--- config.mk ---
export PLATFORM = sky130hd
export DESIGN_NAME = mipsCore
export DESIGN_NICKNAME = d
export VERILOG_FILES = /design/src/verilog/mipsPkg.sv /design/src/verilog/alu.sv /design/src/verilog/controller.sv /design/src/verilog/datapath.sv /design/src/verilog/hazardUnit.sv /design/src/verilog/mipsCore.sv /design/src/verilog/regFile.sv
export SDC_FILE = /design/constraint.sdc
export NUM_CORES = 2
export LEC_CHECK = 0
export BUFFER_PORTS_ARGS = -buffer_cell sky130_fd_sc_hd__clkbuf_2
export CAP_MARGIN = 10
export CORE_MARGIN = 3
export CORE_UTILIZATION = 47
export DETAILED_ROUTE_END_ITERATION = 12
export PLACE_DENSITY_LB_ADDON = 0.08
export RECOVER_POWER = 25
export SLEW_MARGIN = 0
export SYNTH_ARGS = -nofsm -noshare
export SYNTH_HDL_FRONTEND = slang
export SYNTH_SLANG_ARGS = --single-unit
export TNS_END_PERCENT = 10
--- constraint.sdc ---
create_clock -name clk -period 8.3 [get_ports clk]
set_input_delay 2.49 -clock clk [delete_from_list [all_inputs] [get_ports clk]]
set_output_delay 2.49 -clock clk [all_outputs]
set_load 0.03 [all_outputs]
--- src/verilog/mipsPkg.sv ---
package mipsPkg;

    // primary opcodes
    localparam logic [5:0] opSpecial = 6'h00;
    localparam logic [5:0] opJ       = 6'h02;
    localparam logic [5:0] opJal     = 6'h03;
    localparam logic [5:0] opBeq     = 6'h04;
    localparam logic [5:0] opBne     = 6'h05;
    localparam logic [5:0] opAddiu   = 6'h09;
    localparam logic [5:0] opAndi    = 6'h0c;
    localparam logic [5:0] opOri     = 6'h0d;
    localparam logic [5:0] opLui     = 6'h0f;
    localparam logic [5:0] opLw      = 6'h23;
    localparam logic [5:0] opSw      = 6'h2b;

    // funct field of the special opcode
    localparam logic [5:0] functSll  = 6'h00;
    localparam logic [5:0] functSrl  = 6'h02;
    localparam logic [5:0] functJr   = 6'h08;
    localparam logic [5:0] functAddu = 6'h21;
    localparam logic [5:0] functSubu = 6'h23;
    localparam logic [5:0] functAnd  = 6'h24;
    localparam logic [5:0] functOr   = 6'h25;
    localparam logic [5:0] functXor  = 6'h26;
    localparam logic [5:0] functSlt  = 6'h2a;

    typedef enum logic [3:0] {
        aluAdd, aluSub, aluAnd, aluOr, aluXor, aluSlt, aluSll, aluSrl, aluLui
    } aluOp_t;

    typedef enum logic [1:0] {
        fwdReg = 2'b00, // operand as read in decode
        fwdWb  = 2'b01,
        fwdMem = 2'b10
    } forwardSel_t;

    typedef enum logic [1:0] {
        dstRt = 2'b00,
        dstRd = 2'b01,
        dstRa = 2'b10 // $31 for jal
    } regDst_t;

endpackage

--- src/verilog/alu.sv ---
`timescale 1ns/1ps

module alu import mipsPkg::*; (
    input  logic [31:0] a,
    input  logic [31:0] b,
    input  logic [4:0]  shamt,
    input  aluOp_t      aluOp,
    output logic [31:0] result
);

    logic lessThan;

    assign lessThan = $signed(a) < $signed(b);

    always_comb begin
        case (aluOp)
            aluAdd:  result = a + b;
            aluSub:  result = a - b;
            aluAnd:  result = a & b;
            aluOr:   result = a | b;
            aluXor:  result = a ^ b;
            aluSlt:  result = {31'd0, lessThan};
            aluSll:  result = b << shamt; // shifts act on rt
            aluSrl:  result = b >> shamt;
            aluLui:  result = {b[15:0], 16'd0};
            default: result = 32'd0;
        endcase
    end

endmodule

--- src/verilog/controller.sv ---
`timescale 1ns/1ps

module controller import mipsPkg::*; (
    input  logic [5:0] opcode,
    input  logic [5:0] funct,
    output logic       regWrite,
    output regDst_t    regDst,
    output logic       aluSrcImm,
    output aluOp_t     aluOp,
    output logic       memToReg,
    output logic       memEn,
    output logic       memWrite,
    output logic       branch,
    output logic       branchNe,
    output logic       jump,
    output logic       jumpReg,
    output logic       link
);

    always_comb begin
        regWrite  = 1'b0;
        regDst    = dstRt;
        aluSrcImm = 1'b0;
        aluOp     = aluAdd;
        memToReg  = 1'b0;
        memEn     = 1'b0;
        memWrite  = 1'b0;
        branch    = 1'b0;
        branchNe  = 1'b0;
        jump      = 1'b0;
        jumpReg   = 1'b0;
        link      = 1'b0;
        case (opcode)
            opSpecial: begin
                regDst   = dstRd;
                regWrite = 1'b1;
                case (funct)
                    functAddu: aluOp = aluAdd;
                    functSubu: aluOp = aluSub;
                    functAnd:  aluOp = aluAnd;
                    functOr:   aluOp = aluOr;
                    functXor:  aluOp = aluXor;
                    functSlt:  aluOp = aluSlt;
                    functSll:  aluOp = aluSll;
                    functSrl:  aluOp = aluSrl;
                    functJr: begin
                        regWrite = 1'b0;
                        jumpReg  = 1'b1;
                    end
                    default: regWrite = 1'b0; // unknown funct acts as a nop
                endcase
            end
            opAddiu: begin
                regWrite  = 1'b1;
                aluSrcImm = 1'b1;
            end
            opAndi: begin
                regWrite  = 1'b1;
                aluSrcImm = 1'b1;
                aluOp     = aluAnd;
            end
            opOri: begin
                regWrite  = 1'b1;
                aluSrcImm = 1'b1;
                aluOp     = aluOr;
            end
            opLui: begin
                regWrite  = 1'b1;
                aluSrcImm = 1'b1;
                aluOp     = aluLui;
            end
            opLw: begin
                regWrite  = 1'b1;
                aluSrcImm = 1'b1;
                memToReg  = 1'b1;
                memEn     = 1'b1;
            end
            opSw: begin
                aluSrcImm = 1'b1;
                memEn     = 1'b1;
                memWrite  = 1'b1;
            end
            opBeq: branch = 1'b1;
            opBne: begin
                branch   = 1'b1;
                branchNe = 1'b1;
            end
            opJ: jump = 1'b1;
            opJal: begin
                jump     = 1'b1;
                link     = 1'b1;
                regWrite = 1'b1;
                regDst   = dstRa;
            end
            default: ;
        endcase
    end

endmodule

--- src/verilog/datapath.sv ---
`timescale 1ns/1ps

module datapath import mipsPkg::*; #(
    parameter logic [31:0] resetPc = 32'h0000_0000
) (
    input  logic        clk,
    input  logic        reset,
    input  logic [31:0] instr,
    input  logic        regWriteD,
    input  regDst_t     regDstD,
    input  logic        aluSrcImmD,
    input  aluOp_t      aluOpD,
    input  logic        memToRegD,
    input  logic        memEnD,
    input  logic        memWriteD,
    input  logic        branchD,
    input  logic        branchNeD,
    input  logic        jumpD,
    input  logic        jumpRegD,
    input  logic        linkD,
    input  forwardSel_t forwardAE,
    input  forwardSel_t forwardBE,
    input  logic        forwardAD,
    input  logic        forwardBD,
    input  logic        stallF,
    input  logic        stallD,
    input  logic        flushE,
    output logic [4:0]  rsD,
    output logic [4:0]  rtD,
    output logic [4:0]  rsE,
    output logic [4:0]  rtE,
    output logic [4:0]  writeRegE,
    output logic [4:0]  writeRegM,
    output logic [4:0]  writeRegW,
    output logic        regWriteE,
    output logic        regWriteM,
    output logic        regWriteW,
    output logic        memToRegE,
    output logic        memToRegM,
    output logic [31:0] pc,
    output logic [31:0] memAddr,
    output logic [31:0] memWriteData,
    output logic        memEn,
    output logic        memWrite,
    input  logic [31:0] memReadData
);

    logic [31:0] pcNext, pcPlus4F;
    logic [31:0] pcPlus4D, pcPlus8D, pcBranchD, pcJumpD;
    logic [31:0] immD, readData1D, readData2D, cmpAD, cmpBD;
    logic [4:0]  rdD, shamtD;
    logic        zeroExtD, branchTakenD;
    logic        aluSrcImmE, memEnE, memWriteE, linkE;
    regDst_t     regDstE;
    aluOp_t      aluOpE;
    logic [31:0] readData1E, readData2E, immE, pcPlus8E;
    logic [31:0] srcAE, srcBE, writeDataE, aluResultE, resultE;
    logic [4:0]  rdE, shamtE;
    logic        memEnM, memWriteM;
    logic [31:0] aluOutM, writeDataM;
    logic        memToRegW;
    logic [31:0] aluOutW, readDataW, resultW;

    function automatic logic [31:0] fwdMux(
        input forwardSel_t sel,
        input logic [31:0] regVal,
        input logic [31:0] memVal,
        input logic [31:0] wbVal
    );
        case (sel)
            fwdMem:  return memVal;
            fwdWb:   return wbVal;
            default: return regVal;
        endcase
    endfunction

    assign pcPlus4F = pc + 32'd4;

    always_ff @(posedge clk) begin
        if (reset) begin
            pc <= resetPc;
        end else if (!stallF) begin
            pc <= pcNext;
        end
    end

    // instr is already the decode instruction, only its pc+4 needs a register
    always_ff @(posedge clk) begin
        if (reset) begin
            pcPlus4D <= 32'd0;
        end else if (!stallD) begin
            pcPlus4D <= pcPlus4F;
        end
    end

    assign rsD    = instr[25:21];
    assign rtD    = instr[20:16];
    assign rdD    = instr[15:11];
    assign shamtD = instr[10:6];

    assign zeroExtD = (aluOpD == aluAnd) || (aluOpD == aluOr); // andi, ori
    assign immD     = zeroExtD ? {16'd0, instr[15:0]} : {{16{instr[15]}}, instr[15:0]};

    regFile regFile_i (
        .clk        (clk),
        .writeEnable(regWriteW),
        .readAddr1  (rsD),
        .readAddr2  (rtD),
        .writeAddr  (writeRegW),
        .writeData  (resultW),
        .readData1  (readData1D),
        .readData2  (readData2D)
    );

    assign cmpAD = forwardAD ? aluOutM : readData1D;
    assign cmpBD = forwardBD ? aluOutM : readData2D;
    assign branchTakenD = branchD && ((cmpAD == cmpBD) != branchNeD);

    assign pcBranchD = pcPlus4D + {immD[29:0], 2'b00};
    assign pcJumpD   = {pcPlus4D[31:28], instr[25:0], 2'b00};
    assign pcPlus8D  = pcPlus4D + 32'd4; // return address past the delay slot

    assign pcNext = jumpRegD     ? cmpAD :
                    jumpD        ? pcJumpD :
                    branchTakenD ? pcBranchD : pcPlus4F;

    always_ff @(posedge clk) begin
        if (reset || flushE) begin
            regWriteE  <= 1'b0;
            regDstE    <= dstRt;
            aluSrcImmE <= 1'b0;
            aluOpE     <= aluAdd;
            memToRegE  <= 1'b0;
            memEnE     <= 1'b0;
            memWriteE  <= 1'b0;
            linkE      <= 1'b0;
        end else begin
            regWriteE  <= regWriteD;
            regDstE    <= regDstD;
            aluSrcImmE <= aluSrcImmD;
            aluOpE     <= aluOpD;
            memToRegE  <= memToRegD;
            memEnE     <= memEnD;
            memWriteE  <= memWriteD;
            linkE      <= linkD;
        end
        readData1E <= readData1D;
        readData2E <= readData2D;
        rsE        <= rsD;
        rtE        <= rtD;
        rdE        <= rdD;
        shamtE     <= shamtD;
        immE       <= immD;
        pcPlus8E   <= pcPlus8D;
    end

    assign srcAE      = fwdMux(forwardAE, readData1E, aluOutM, resultW);
    assign writeDataE = fwdMux(forwardBE, readData2E, aluOutM, resultW);
    assign srcBE      = aluSrcImmE ? immE : writeDataE;

    alu alu_i (
        .a     (srcAE),
        .b     (srcBE),
        .shamt (shamtE),
        .aluOp (aluOpE),
        .result(aluResultE)
    );

    assign resultE = linkE ? pcPlus8E : aluResultE;

    always_comb begin
        case (regDstE)
            dstRd:   writeRegE = rdE;
            dstRa:   writeRegE = 5'd31;
            default: writeRegE = rtE;
        endcase
    end

    always_ff @(posedge clk) begin
        if (reset) begin
            regWriteM <= 1'b0;
            memToRegM <= 1'b0;
            memEnM    <= 1'b0;
            memWriteM <= 1'b0;
        end else begin
            regWriteM <= regWriteE;
            memToRegM <= memToRegE;
            memEnM    <= memEnE;
            memWriteM <= memWriteE;
        end
        aluOutM    <= resultE;
        writeDataM <= writeDataE;
        writeRegM  <= writeRegE;
    end

    assign memAddr      = aluOutM;
    assign memWriteData = writeDataM;
    assign memEn        = memEnM;
    assign memWrite     = memWriteM;

    always_ff @(posedge clk) begin
        if (reset) begin
            regWriteW <= 1'b0;
            memToRegW <= 1'b0;
        end else begin
            regWriteW <= regWriteM;
            memToRegW <= memToRegM;
        end
        aluOutW   <= aluOutM;
        readDataW <= memReadData; // data read is combinational
        writeRegW <= writeRegM;
    end

    assign resultW = memToRegW ? readDataW : aluOutW;

endmodule

--- src/verilog/hazardUnit.sv ---
`timescale 1ns/1ps

module hazardUnit import mipsPkg::*; (
    input  logic [4:0]  rsD,
    input  logic [4:0]  rtD,
    input  logic [4:0]  rsE,
    input  logic [4:0]  rtE,
    input  logic [4:0]  writeRegE,
    input  logic [4:0]  writeRegM,
    input  logic [4:0]  writeRegW,
    input  logic        regWriteE,
    input  logic        regWriteM,
    input  logic        regWriteW,
    input  logic        memToRegE,
    input  logic        memToRegM,
    input  logic        branch,
    input  logic        jumpReg,
    output forwardSel_t forwardAE,
    output forwardSel_t forwardBE,
    output logic        forwardAD,
    output logic        forwardBD,
    output logic        stallF,
    output logic        stallD,
    output logic        flushE
);

    logic loadUseStall;
    logic branchStall;
    logic rsBusy;
    logic rtBusy;

    function automatic forwardSel_t execSel(
        input logic [4:0] src,
        input logic [4:0] regM,
        input logic       writeM,
        input logic [4:0] regW,
        input logic       writeW
    );
        if (src != 5'd0 && src == regM && writeM) begin
            return fwdMem; // newest value wins
        end else if (src != 5'd0 && src == regW && writeW) begin
            return fwdWb;
        end
        return fwdReg;
    endfunction

    assign forwardAE = execSel(rsE, writeRegM, regWriteM, writeRegW, regWriteW);
    assign forwardBE = execSel(rtE, writeRegM, regWriteM, writeRegW, regWriteW);

    // writeback needs no path here, the regfile writes on the falling edge
    assign forwardAD = rsD != 5'd0 && rsD == writeRegM && regWriteM;
    assign forwardBD = rtD != 5'd0 && rtD == writeRegM && regWriteM;

    assign loadUseStall = memToRegE && rtE != 5'd0 && (rtE == rsD || rtE == rtD);

    // operand still in execute, or a load in memory whose data is not back yet
    assign rsBusy = rsD != 5'd0 && ((regWriteE && writeRegE == rsD) ||
                                    (memToRegM && writeRegM == rsD));
    assign rtBusy = rtD != 5'd0 && ((regWriteE && writeRegE == rtD) ||
                                    (memToRegM && writeRegM == rtD));
    assign branchStall = (branch && (rsBusy || rtBusy)) || (jumpReg && rsBusy);

    assign stallF = loadUseStall || branchStall;
    assign stallD = loadUseStall || branchStall;
    assign flushE = loadUseStall || branchStall;

endmodule

--- src/verilog/mipsCore.sv ---
`timescale 1ns/1ps

module mipsCore import mipsPkg::*; #(
    parameter logic [31:0] resetPc = 32'h0000_0000
) (
    input  logic        clk,
    input  logic        reset,
    output logic [31:0] pc,
    output logic        fetchStall,
    input  logic [31:0] instr,
    output logic [31:0] memAddr,
    output logic [31:0] memWriteData,
    output logic        memEn,
    output logic        memWrite,
    input  logic [31:0] memReadData
);

    logic        regWrite, aluSrcImm, memToReg, memEnD, memWriteD;
    logic        branch, branchNe, jump, jumpReg, link;
    regDst_t     regDst;
    aluOp_t      aluOp;
    forwardSel_t forwardAE, forwardBE;
    logic        forwardAD, forwardBD, stallF, stallD, flushE;
    logic [4:0]  rsD, rtD, rsE, rtE, writeRegE, writeRegM, writeRegW;
    logic        regWriteE, regWriteM, regWriteW, memToRegE, memToRegM;

    assign fetchStall = stallD; // instruction memory holds with decode

    controller controller_i (
        .opcode   (instr[31:26]),
        .funct    (instr[5:0]),
        .regWrite (regWrite),
        .regDst   (regDst),
        .aluSrcImm(aluSrcImm),
        .aluOp    (aluOp),
        .memToReg (memToReg),
        .memEn    (memEnD),
        .memWrite (memWriteD),
        .branch   (branch),
        .branchNe (branchNe),
        .jump     (jump),
        .jumpReg  (jumpReg),
        .link     (link)
    );

    hazardUnit hazardUnit_i (
        .rsD      (rsD),
        .rtD      (rtD),
        .rsE      (rsE),
        .rtE      (rtE),
        .writeRegE(writeRegE),
        .writeRegM(writeRegM),
        .writeRegW(writeRegW),
        .regWriteE(regWriteE),
        .regWriteM(regWriteM),
        .regWriteW(regWriteW),
        .memToRegE(memToRegE),
        .memToRegM(memToRegM),
        .branch   (branch),
        .jumpReg  (jumpReg),
        .forwardAE(forwardAE),
        .forwardBE(forwardBE),
        .forwardAD(forwardAD),
        .forwardBD(forwardBD),
        .stallF   (stallF),
        .stallD   (stallD),
        .flushE   (flushE)
    );

    datapath #(
        .resetPc(resetPc)
    ) datapath_i (
        .clk         (clk),
        .reset       (reset),
        .instr       (instr),
        .regWriteD   (regWrite),
        .regDstD     (regDst),
        .aluSrcImmD  (aluSrcImm),
        .aluOpD      (aluOp),
        .memToRegD   (memToReg),
        .memEnD      (memEnD),
        .memWriteD   (memWriteD),
        .branchD     (branch),
        .branchNeD   (branchNe),
        .jumpD       (jump),
        .jumpRegD    (jumpReg),
        .linkD       (link),
        .forwardAE   (forwardAE),
        .forwardBE   (forwardBE),
        .forwardAD   (forwardAD),
        .forwardBD   (forwardBD),
        .stallF      (stallF),
        .stallD      (stallD),
        .flushE      (flushE),
        .rsD         (rsD),
        .rtD         (rtD),
        .rsE         (rsE),
        .rtE         (rtE),
        .writeRegE   (writeRegE),
        .writeRegM   (writeRegM),
        .writeRegW   (writeRegW),
        .regWriteE   (regWriteE),
        .regWriteM   (regWriteM),
        .regWriteW   (regWriteW),
        .memToRegE   (memToRegE),
        .memToRegM   (memToRegM),
        .pc          (pc),
        .memAddr     (memAddr),
        .memWriteData(memWriteData),
        .memEn       (memEn),
        .memWrite    (memWrite),
        .memReadData (memReadData)
    );

endmodule

--- src/verilog/regFile.sv ---
`timescale 1ns/1ps

module regFile (
    input  logic        clk,
    input  logic        writeEnable,
    input  logic [4:0]  readAddr1,
    input  logic [4:0]  readAddr2,
    input  logic [4:0]  writeAddr,
    input  logic [31:0] writeData,
    output logic [31:0] readData1,
    output logic [31:0] readData2
);

    logic [31:0] regs [32];

    // write in the first half cycle, decode reads the new value in the second
    always_ff @(negedge clk) begin
        if (writeEnable && writeAddr != 5'd0) begin
            regs[writeAddr] <= writeData;
        end
    end

    assign readData1 = (readAddr1 == 5'd0) ? 32'd0 : regs[readAddr1];
    assign readData2 = (readAddr2 == 5'd0) ? 32'd0 : regs[readAddr2];

endmodule
== After elaboration in Yosys (flattened, before gate mapping) ==
Memory sizes are Yosys's and may differ from the RTL's.
Cells that the tools add are included.

* Memories: 1
* Bits in writable memories: 1,024
* Logic and storage cells: 181
* Register bits: 367
* Input port bits: 66
* Output and inout port bits: 99

{| class="wikitable"
|+ Memories
! name !! depth !! width !! rd ports !! clocked after memory_dff !! write ports !! line !! source
|-
| datapath_i.regFile_i.regs || 32 || 32 || 2 || 0 || 1 || regFile.sv:14 || <nowiki>logic [31:0] regs [32];</nowiki>
|}

* Bitwise logic cells: 3
* Shift-type cells: 2
* Add/subtract/negate cells: 5
* Mux-type cells: 42
* Order comparisons: 1
* Reductions and logical operators: 48
* Eq/ne operators: 48

{| class="wikitable"
|+ Operator list
! operator !! number
|-
| $mux 32 || 10
|-
| $pmux 32 s9 || 1
|-
| $pmux 32 s2 || 2
|-
| $add 32x3->32 const B || 2
|-
| $add 32x32->32 || 2
|-
| $eq 5x5->1 || 12
|-
| $eq 6x6->1 const B || 8
|-
| $and 32x32->32 || 1
|-
| $eq 32x32->1 || 1
|-
| $lt 32x32->1 || 1
|-
| $or 32x32->32 || 1
|-
| $shl 32x5->32 || 1
|-
| $shr 32x5->32 || 1
|-
| $sub 32x32->32 || 1
|-
| $xor 32x32->32 || 1
|-
| $eq 6x4->1 const B || 5
|-
| $mux 30 || 1
|-
| $reduce_bool 5->1 || 5
|-
| $logic_and 1x1->1 || 24
|-
| $pmux 3 s7 || 1
|-
| $eq 6x2->1 const B || 3
|-
| $mux 1 || 17
|-
| $eq 4x2->1 const B || 4
|-
| $eq 4x3->1 const B || 4
|-
| 18 further kinds || 40
|}

== Depth between registers and ports, before layout ==
* Depth after elaboration: 12
* Gate-level depth with buffers: 24
* Gate-level depth less buffers: 22

== Modules after synthesis ==
A second synthesis with hierarchy kept.

* Cells, all modules: 5,381
* Area total of the unflattened synthesis: 72,776.0 µm²

{| class="wikitable"
|+ By module, submodules not included
! module !! area each (µm²) !! instances !! cells an instance
|-
| regFile || 46,991.3 || 1 || 2,288
|-
| datapath || 15,773.9 || 1 || 1,696
|-
| alu || 8,938.6 || 1 || 1,246
|-
| hazardUnit || 732.0 || 1 || 96
|-
| controller || 340.3 || 1 || 55
|}

==> run_results.csv <==
group,metric,value,unit
clock_tree,clock-sinks,1363,
cells_and_area,synthToLayoutAreaGrowth,19.9,%
global_route,grtUsageTotal,38.2,%
pwr,total_power,22.3,mW
outcome,violations,"max-capacitance violations, max-slew violations, negative setup slack",
worst_setup_path,cp-start-kind,"flop",
pwr,ir_worst_vdd,0.232,mV
die,initial_core_util,47.4,%
worst_setup_path,critical_path_buf_inv_count,1,
yosys,synth_seq_cells,1363,
worst_setup_path,critPathMaxFanout,14,
yosys,yosysMostFrequentCell,"edfxtp_1",
worst_setup_path,crit_top_cell,"mux2_4",
global_route,antenna_found_initial,20,
die,die-area,158000,sq um
yosys,synthTopCellsByCount,"1019 x edfxtp_1, 465 x mux2i_1, 383 x mux4_2",
clock_tree,clock_latency,0.81,ns
timing,worst_pin_slew,1.68,ns
yosys,synth.avg_cell_area,12.8,sq um
outcome,status,"complete, but fails checks",
die,placementRows,143,
placement,place_inst,7830,
detailed_routing,vias,59500,
die,core-area,152000,sq um
worst_setup_path,crit_family,"multiplexers",
worst_setup_path,cp_cell_sequence,"mux4_2 > mux2i_2 > o22ai_2 > a211oi_4 > nor2_2 > a211oi_2 > nor3b_1 > or4_4 > nor4b_4 > nand3_2 > mux2_4 > buf_12 > mux2_4 > a31oi_1",
worst_setup_path,critical-path-slowest-cell,"or4_4",
pwr,power_density,258,nW/um^2
pwr,p_leak,35.0,nW
die,fp.dieW,398,um
timing,fin_setup_tns,-1.71,ns
clock_tree,cts_max_path_buffers,3,
detailed_routing,wirelength,306,mm
yosys,ys.flop_type,"edfxtp_1",
timing,setup_ws,-0.157,ns
placement,gp_congestion,1.01,
clock_tree,htree_levels,4,
yosys,yosysTopAreaCellShare,42.4,%
timing,relSlewSlack,-12.0,%
placement,io_buffer_count,164,
cells_and_area,fin_nets,7176,
worst_setup_path,worstPathArrival,9.19,ns
detailed_routing,detail_route.wl_per_cell,33.5,um
clock_tree,cts_tree,"done",
hold_path,hold_path_class,"reg2reg",
yosys,yosysTopAreaCell,"edfxtp_1",
yosys,async_flop_share,0,%
placement,place_area,77400,sq um
yosys,netlist_instances,5617,
timing,grt_setup_unrepaired,"yes",
detailed_routing,dr.pass1.iters,6,
worst_setup_path,cp-end-kind,"flop",
global_route,grt_pass1_wl,428,mm
yosys,yosysWarnings,0,
detailed_routing,drc,0,
worst_setup_path,critPathKind,"reg2reg",
yosys,ys_top_cells_by_area,"edfxtp_1 42%, mux4_2 12%, dfxtp_1 9.5%, mux2i_1 6.4%, ha_1 2.2%",
die,ioPinCount,165,
global_route,grt_pass1_vias,59100,
cells_and_area,post_layout_nonfiller_instances,9150,
timing,drv_slew,196,
global_route,grt_max_degree,55,
worst_setup_path,cpPeakStageDelay,0.52,ns
timing,hold_violations,0,
yosys,synth-edff-count,1019,
timing,setup_viol,31,
clock_tree,numCtsBuffers,156,
detailed_routing,drtIter0Drc,7276,
timing,clock_skew,0.0653,ns
worst_setup_path,required,9.03,ns
yosys,yosysUniqueCellTypes,107,
clock_tree,cts-root-buf,"clkbuf_16",
detailed_routing,viasPerCell,6.50,
detailed_routing,ant_nets,0,
yosys,seq_area_frac_synth,51.9,%
die,die_height,398,um
yosys,synth.cell_area,72200,sq um
cells_and_area,drive_gt1_share,17.5,%
placement,dpl.hpwl,206,mm
job,maxCapViolCount,7,
clock_tree,clk_pin_slew,0.06,ns
cells_and_area,stdcell_area,86500,sq um
global_route,overflow,0,
kinds of logic after synthesis:
| kind of cell | synth area share, % |
|---|---|
| buffers and inverters | 3.76 |
| xor gates and xnor gates | 1.88 |
| other | 0.00520 |
| and+or+nand+nor | 7.92 |
| adders and majority gates | 2.32 |
| AOI/OAI and AO/OA | 12.3 |
| DFF | 51.9 |
| muxes | 19.9 |
final cells by class:
cell class	instances	area [sq um]
antenna	13	32.5
clock buffer	169	4090
clock inverter	1137	5210
fill	13100	65700
inverter	155	583
multi-input combinational	3720	32500
sequential	1363	37500
tap	2030	2540
timing repair buffer	563	4040
placed cells by master (no fill, tap or decap), types with 21 or more instances in the layout:
cell type	Yosys	layout
conb_1	1	27
nor2_1	337	306
a221oi_1	50	49
mux4_2	383	384
a31oi_1	47	47
xor2_1	55	55
nor2b_1	42	36
clkinvlp_2	0	21
a22o_1	34	34
bufinv_16	0	23
dfxtp_1	344	342
buf_12	2	35
nand2_1	311	311
mux2_1	2	21
a211oi_1	56	54
and3_1	47	45
nor2_4	0	26
a21o_1	37	37
mux2_2	78	58
mux2i_1	465	460
o211ai_1	61	61
nor3_1	93	87
edfxtp_1	1019	1019
clkbuf_16	0	160
o221ai_1	59	52
buf_4	44	337
o22ai_1	82	80
ha_1	129	129
inv_1	148	1196
o21ai_0	207	203
xnor2_1	100	100
a21oi_1	252	251
nand3_1	142	142
o31ai_1	34	34
clkbuf_2	0	36
nand2b_1	26	26
a22oi_1	134	134
nand4_1	33	33
clkbuf_1	224	154
and2_1	30	24
flip-flops by register name, summed over array words and instances (netlist names), 5 cells and up:
register and count:
datapath_i.aluOutW 32, datapath_i.immE 10, datapath_i.memAddr 32, datapath_i.memWriteData 32, datapath_i.pc 32, datapath_i.pcPlus4D 32
datapath_i.pcPlus8E 32, datapath_i.readData1E 32, datapath_i.readData2E 32, datapath_i.readDataW 32, datapath_i.regFile_i.regs 1019, datapath_i.rsE 5
datapath_i.rtE 5, datapath_i.writeRegM 5, datapath_i.writeRegW 5
path summary, 6_finish.rpt:
| path | startpoint | endpoint | slack, ns | cells past startpoint |
|---|---|---|---|---|
| max reg2reg | datapath_i.regFile_i.regs[23][14] | datapath_i.pc[23] | -0.16 | 14 |
| min reg2reg | datapath_i.pcPlus4D[0] | datapath_i.pcPlus8E[0] | 0.39 | 0 |
| min | datapath_i.pcPlus4D[0] | datapath_i.pcPlus8E[0] | 0.39 | 0 |
| max | datapath_i.regFile_i.regs[23][14] | datapath_i.pc[23] | -0.16 | 14 |
report_power, final:
| part | leakage, nW | switching [mW] | internal, mW |
|---|---|---|---|
| Clock | 8.14 | 4.28 | 4.98 |
| Combinational | 14.9 | 3.10 | 1.21 |
| Sequential | 12.0 | 0.386 | 8.35 |
| Total | 35.0 | 7.77 | 14.5 |
stage by stage:
| step | worst slack, ns | util [%] | hold WS, ns |
|---|---|---|---|
| final | -0.157 | 56.8 | 0.388 |
| after global routing | -0.161 | 56.8 | 0.404 |
| after CTS | 0.00895 | 57.0 | 0.383 |
| after detailed placement | -0.248 | 50.8 | 0.373 |
| after global placement | -0.193 | 50.8 | 0.373 |
| after floorplan | 0.387 | - | 0.350 |
per-layer routing:
layer  share of wire [%]  vias to the layer above  global-route usage [%]
met5               0.024                        -                       0
met4                 7.6                        6                    26.2
met3                  11                      892                    10.2
met2                  45                     3815                    57.9
met1                  37                    29900                    47.9
li1                    -                    24900                       -
what timing repair did:
action | CTS | global route
gates resized for setup | 7 | 29
buffers inserted | 1 | 1
setup endpoints to repair | 32 | 31
pin swaps | 6 | 25
hold buffers | 0 | 0
No activity file was read; power rests on OpenSTA's default activity.
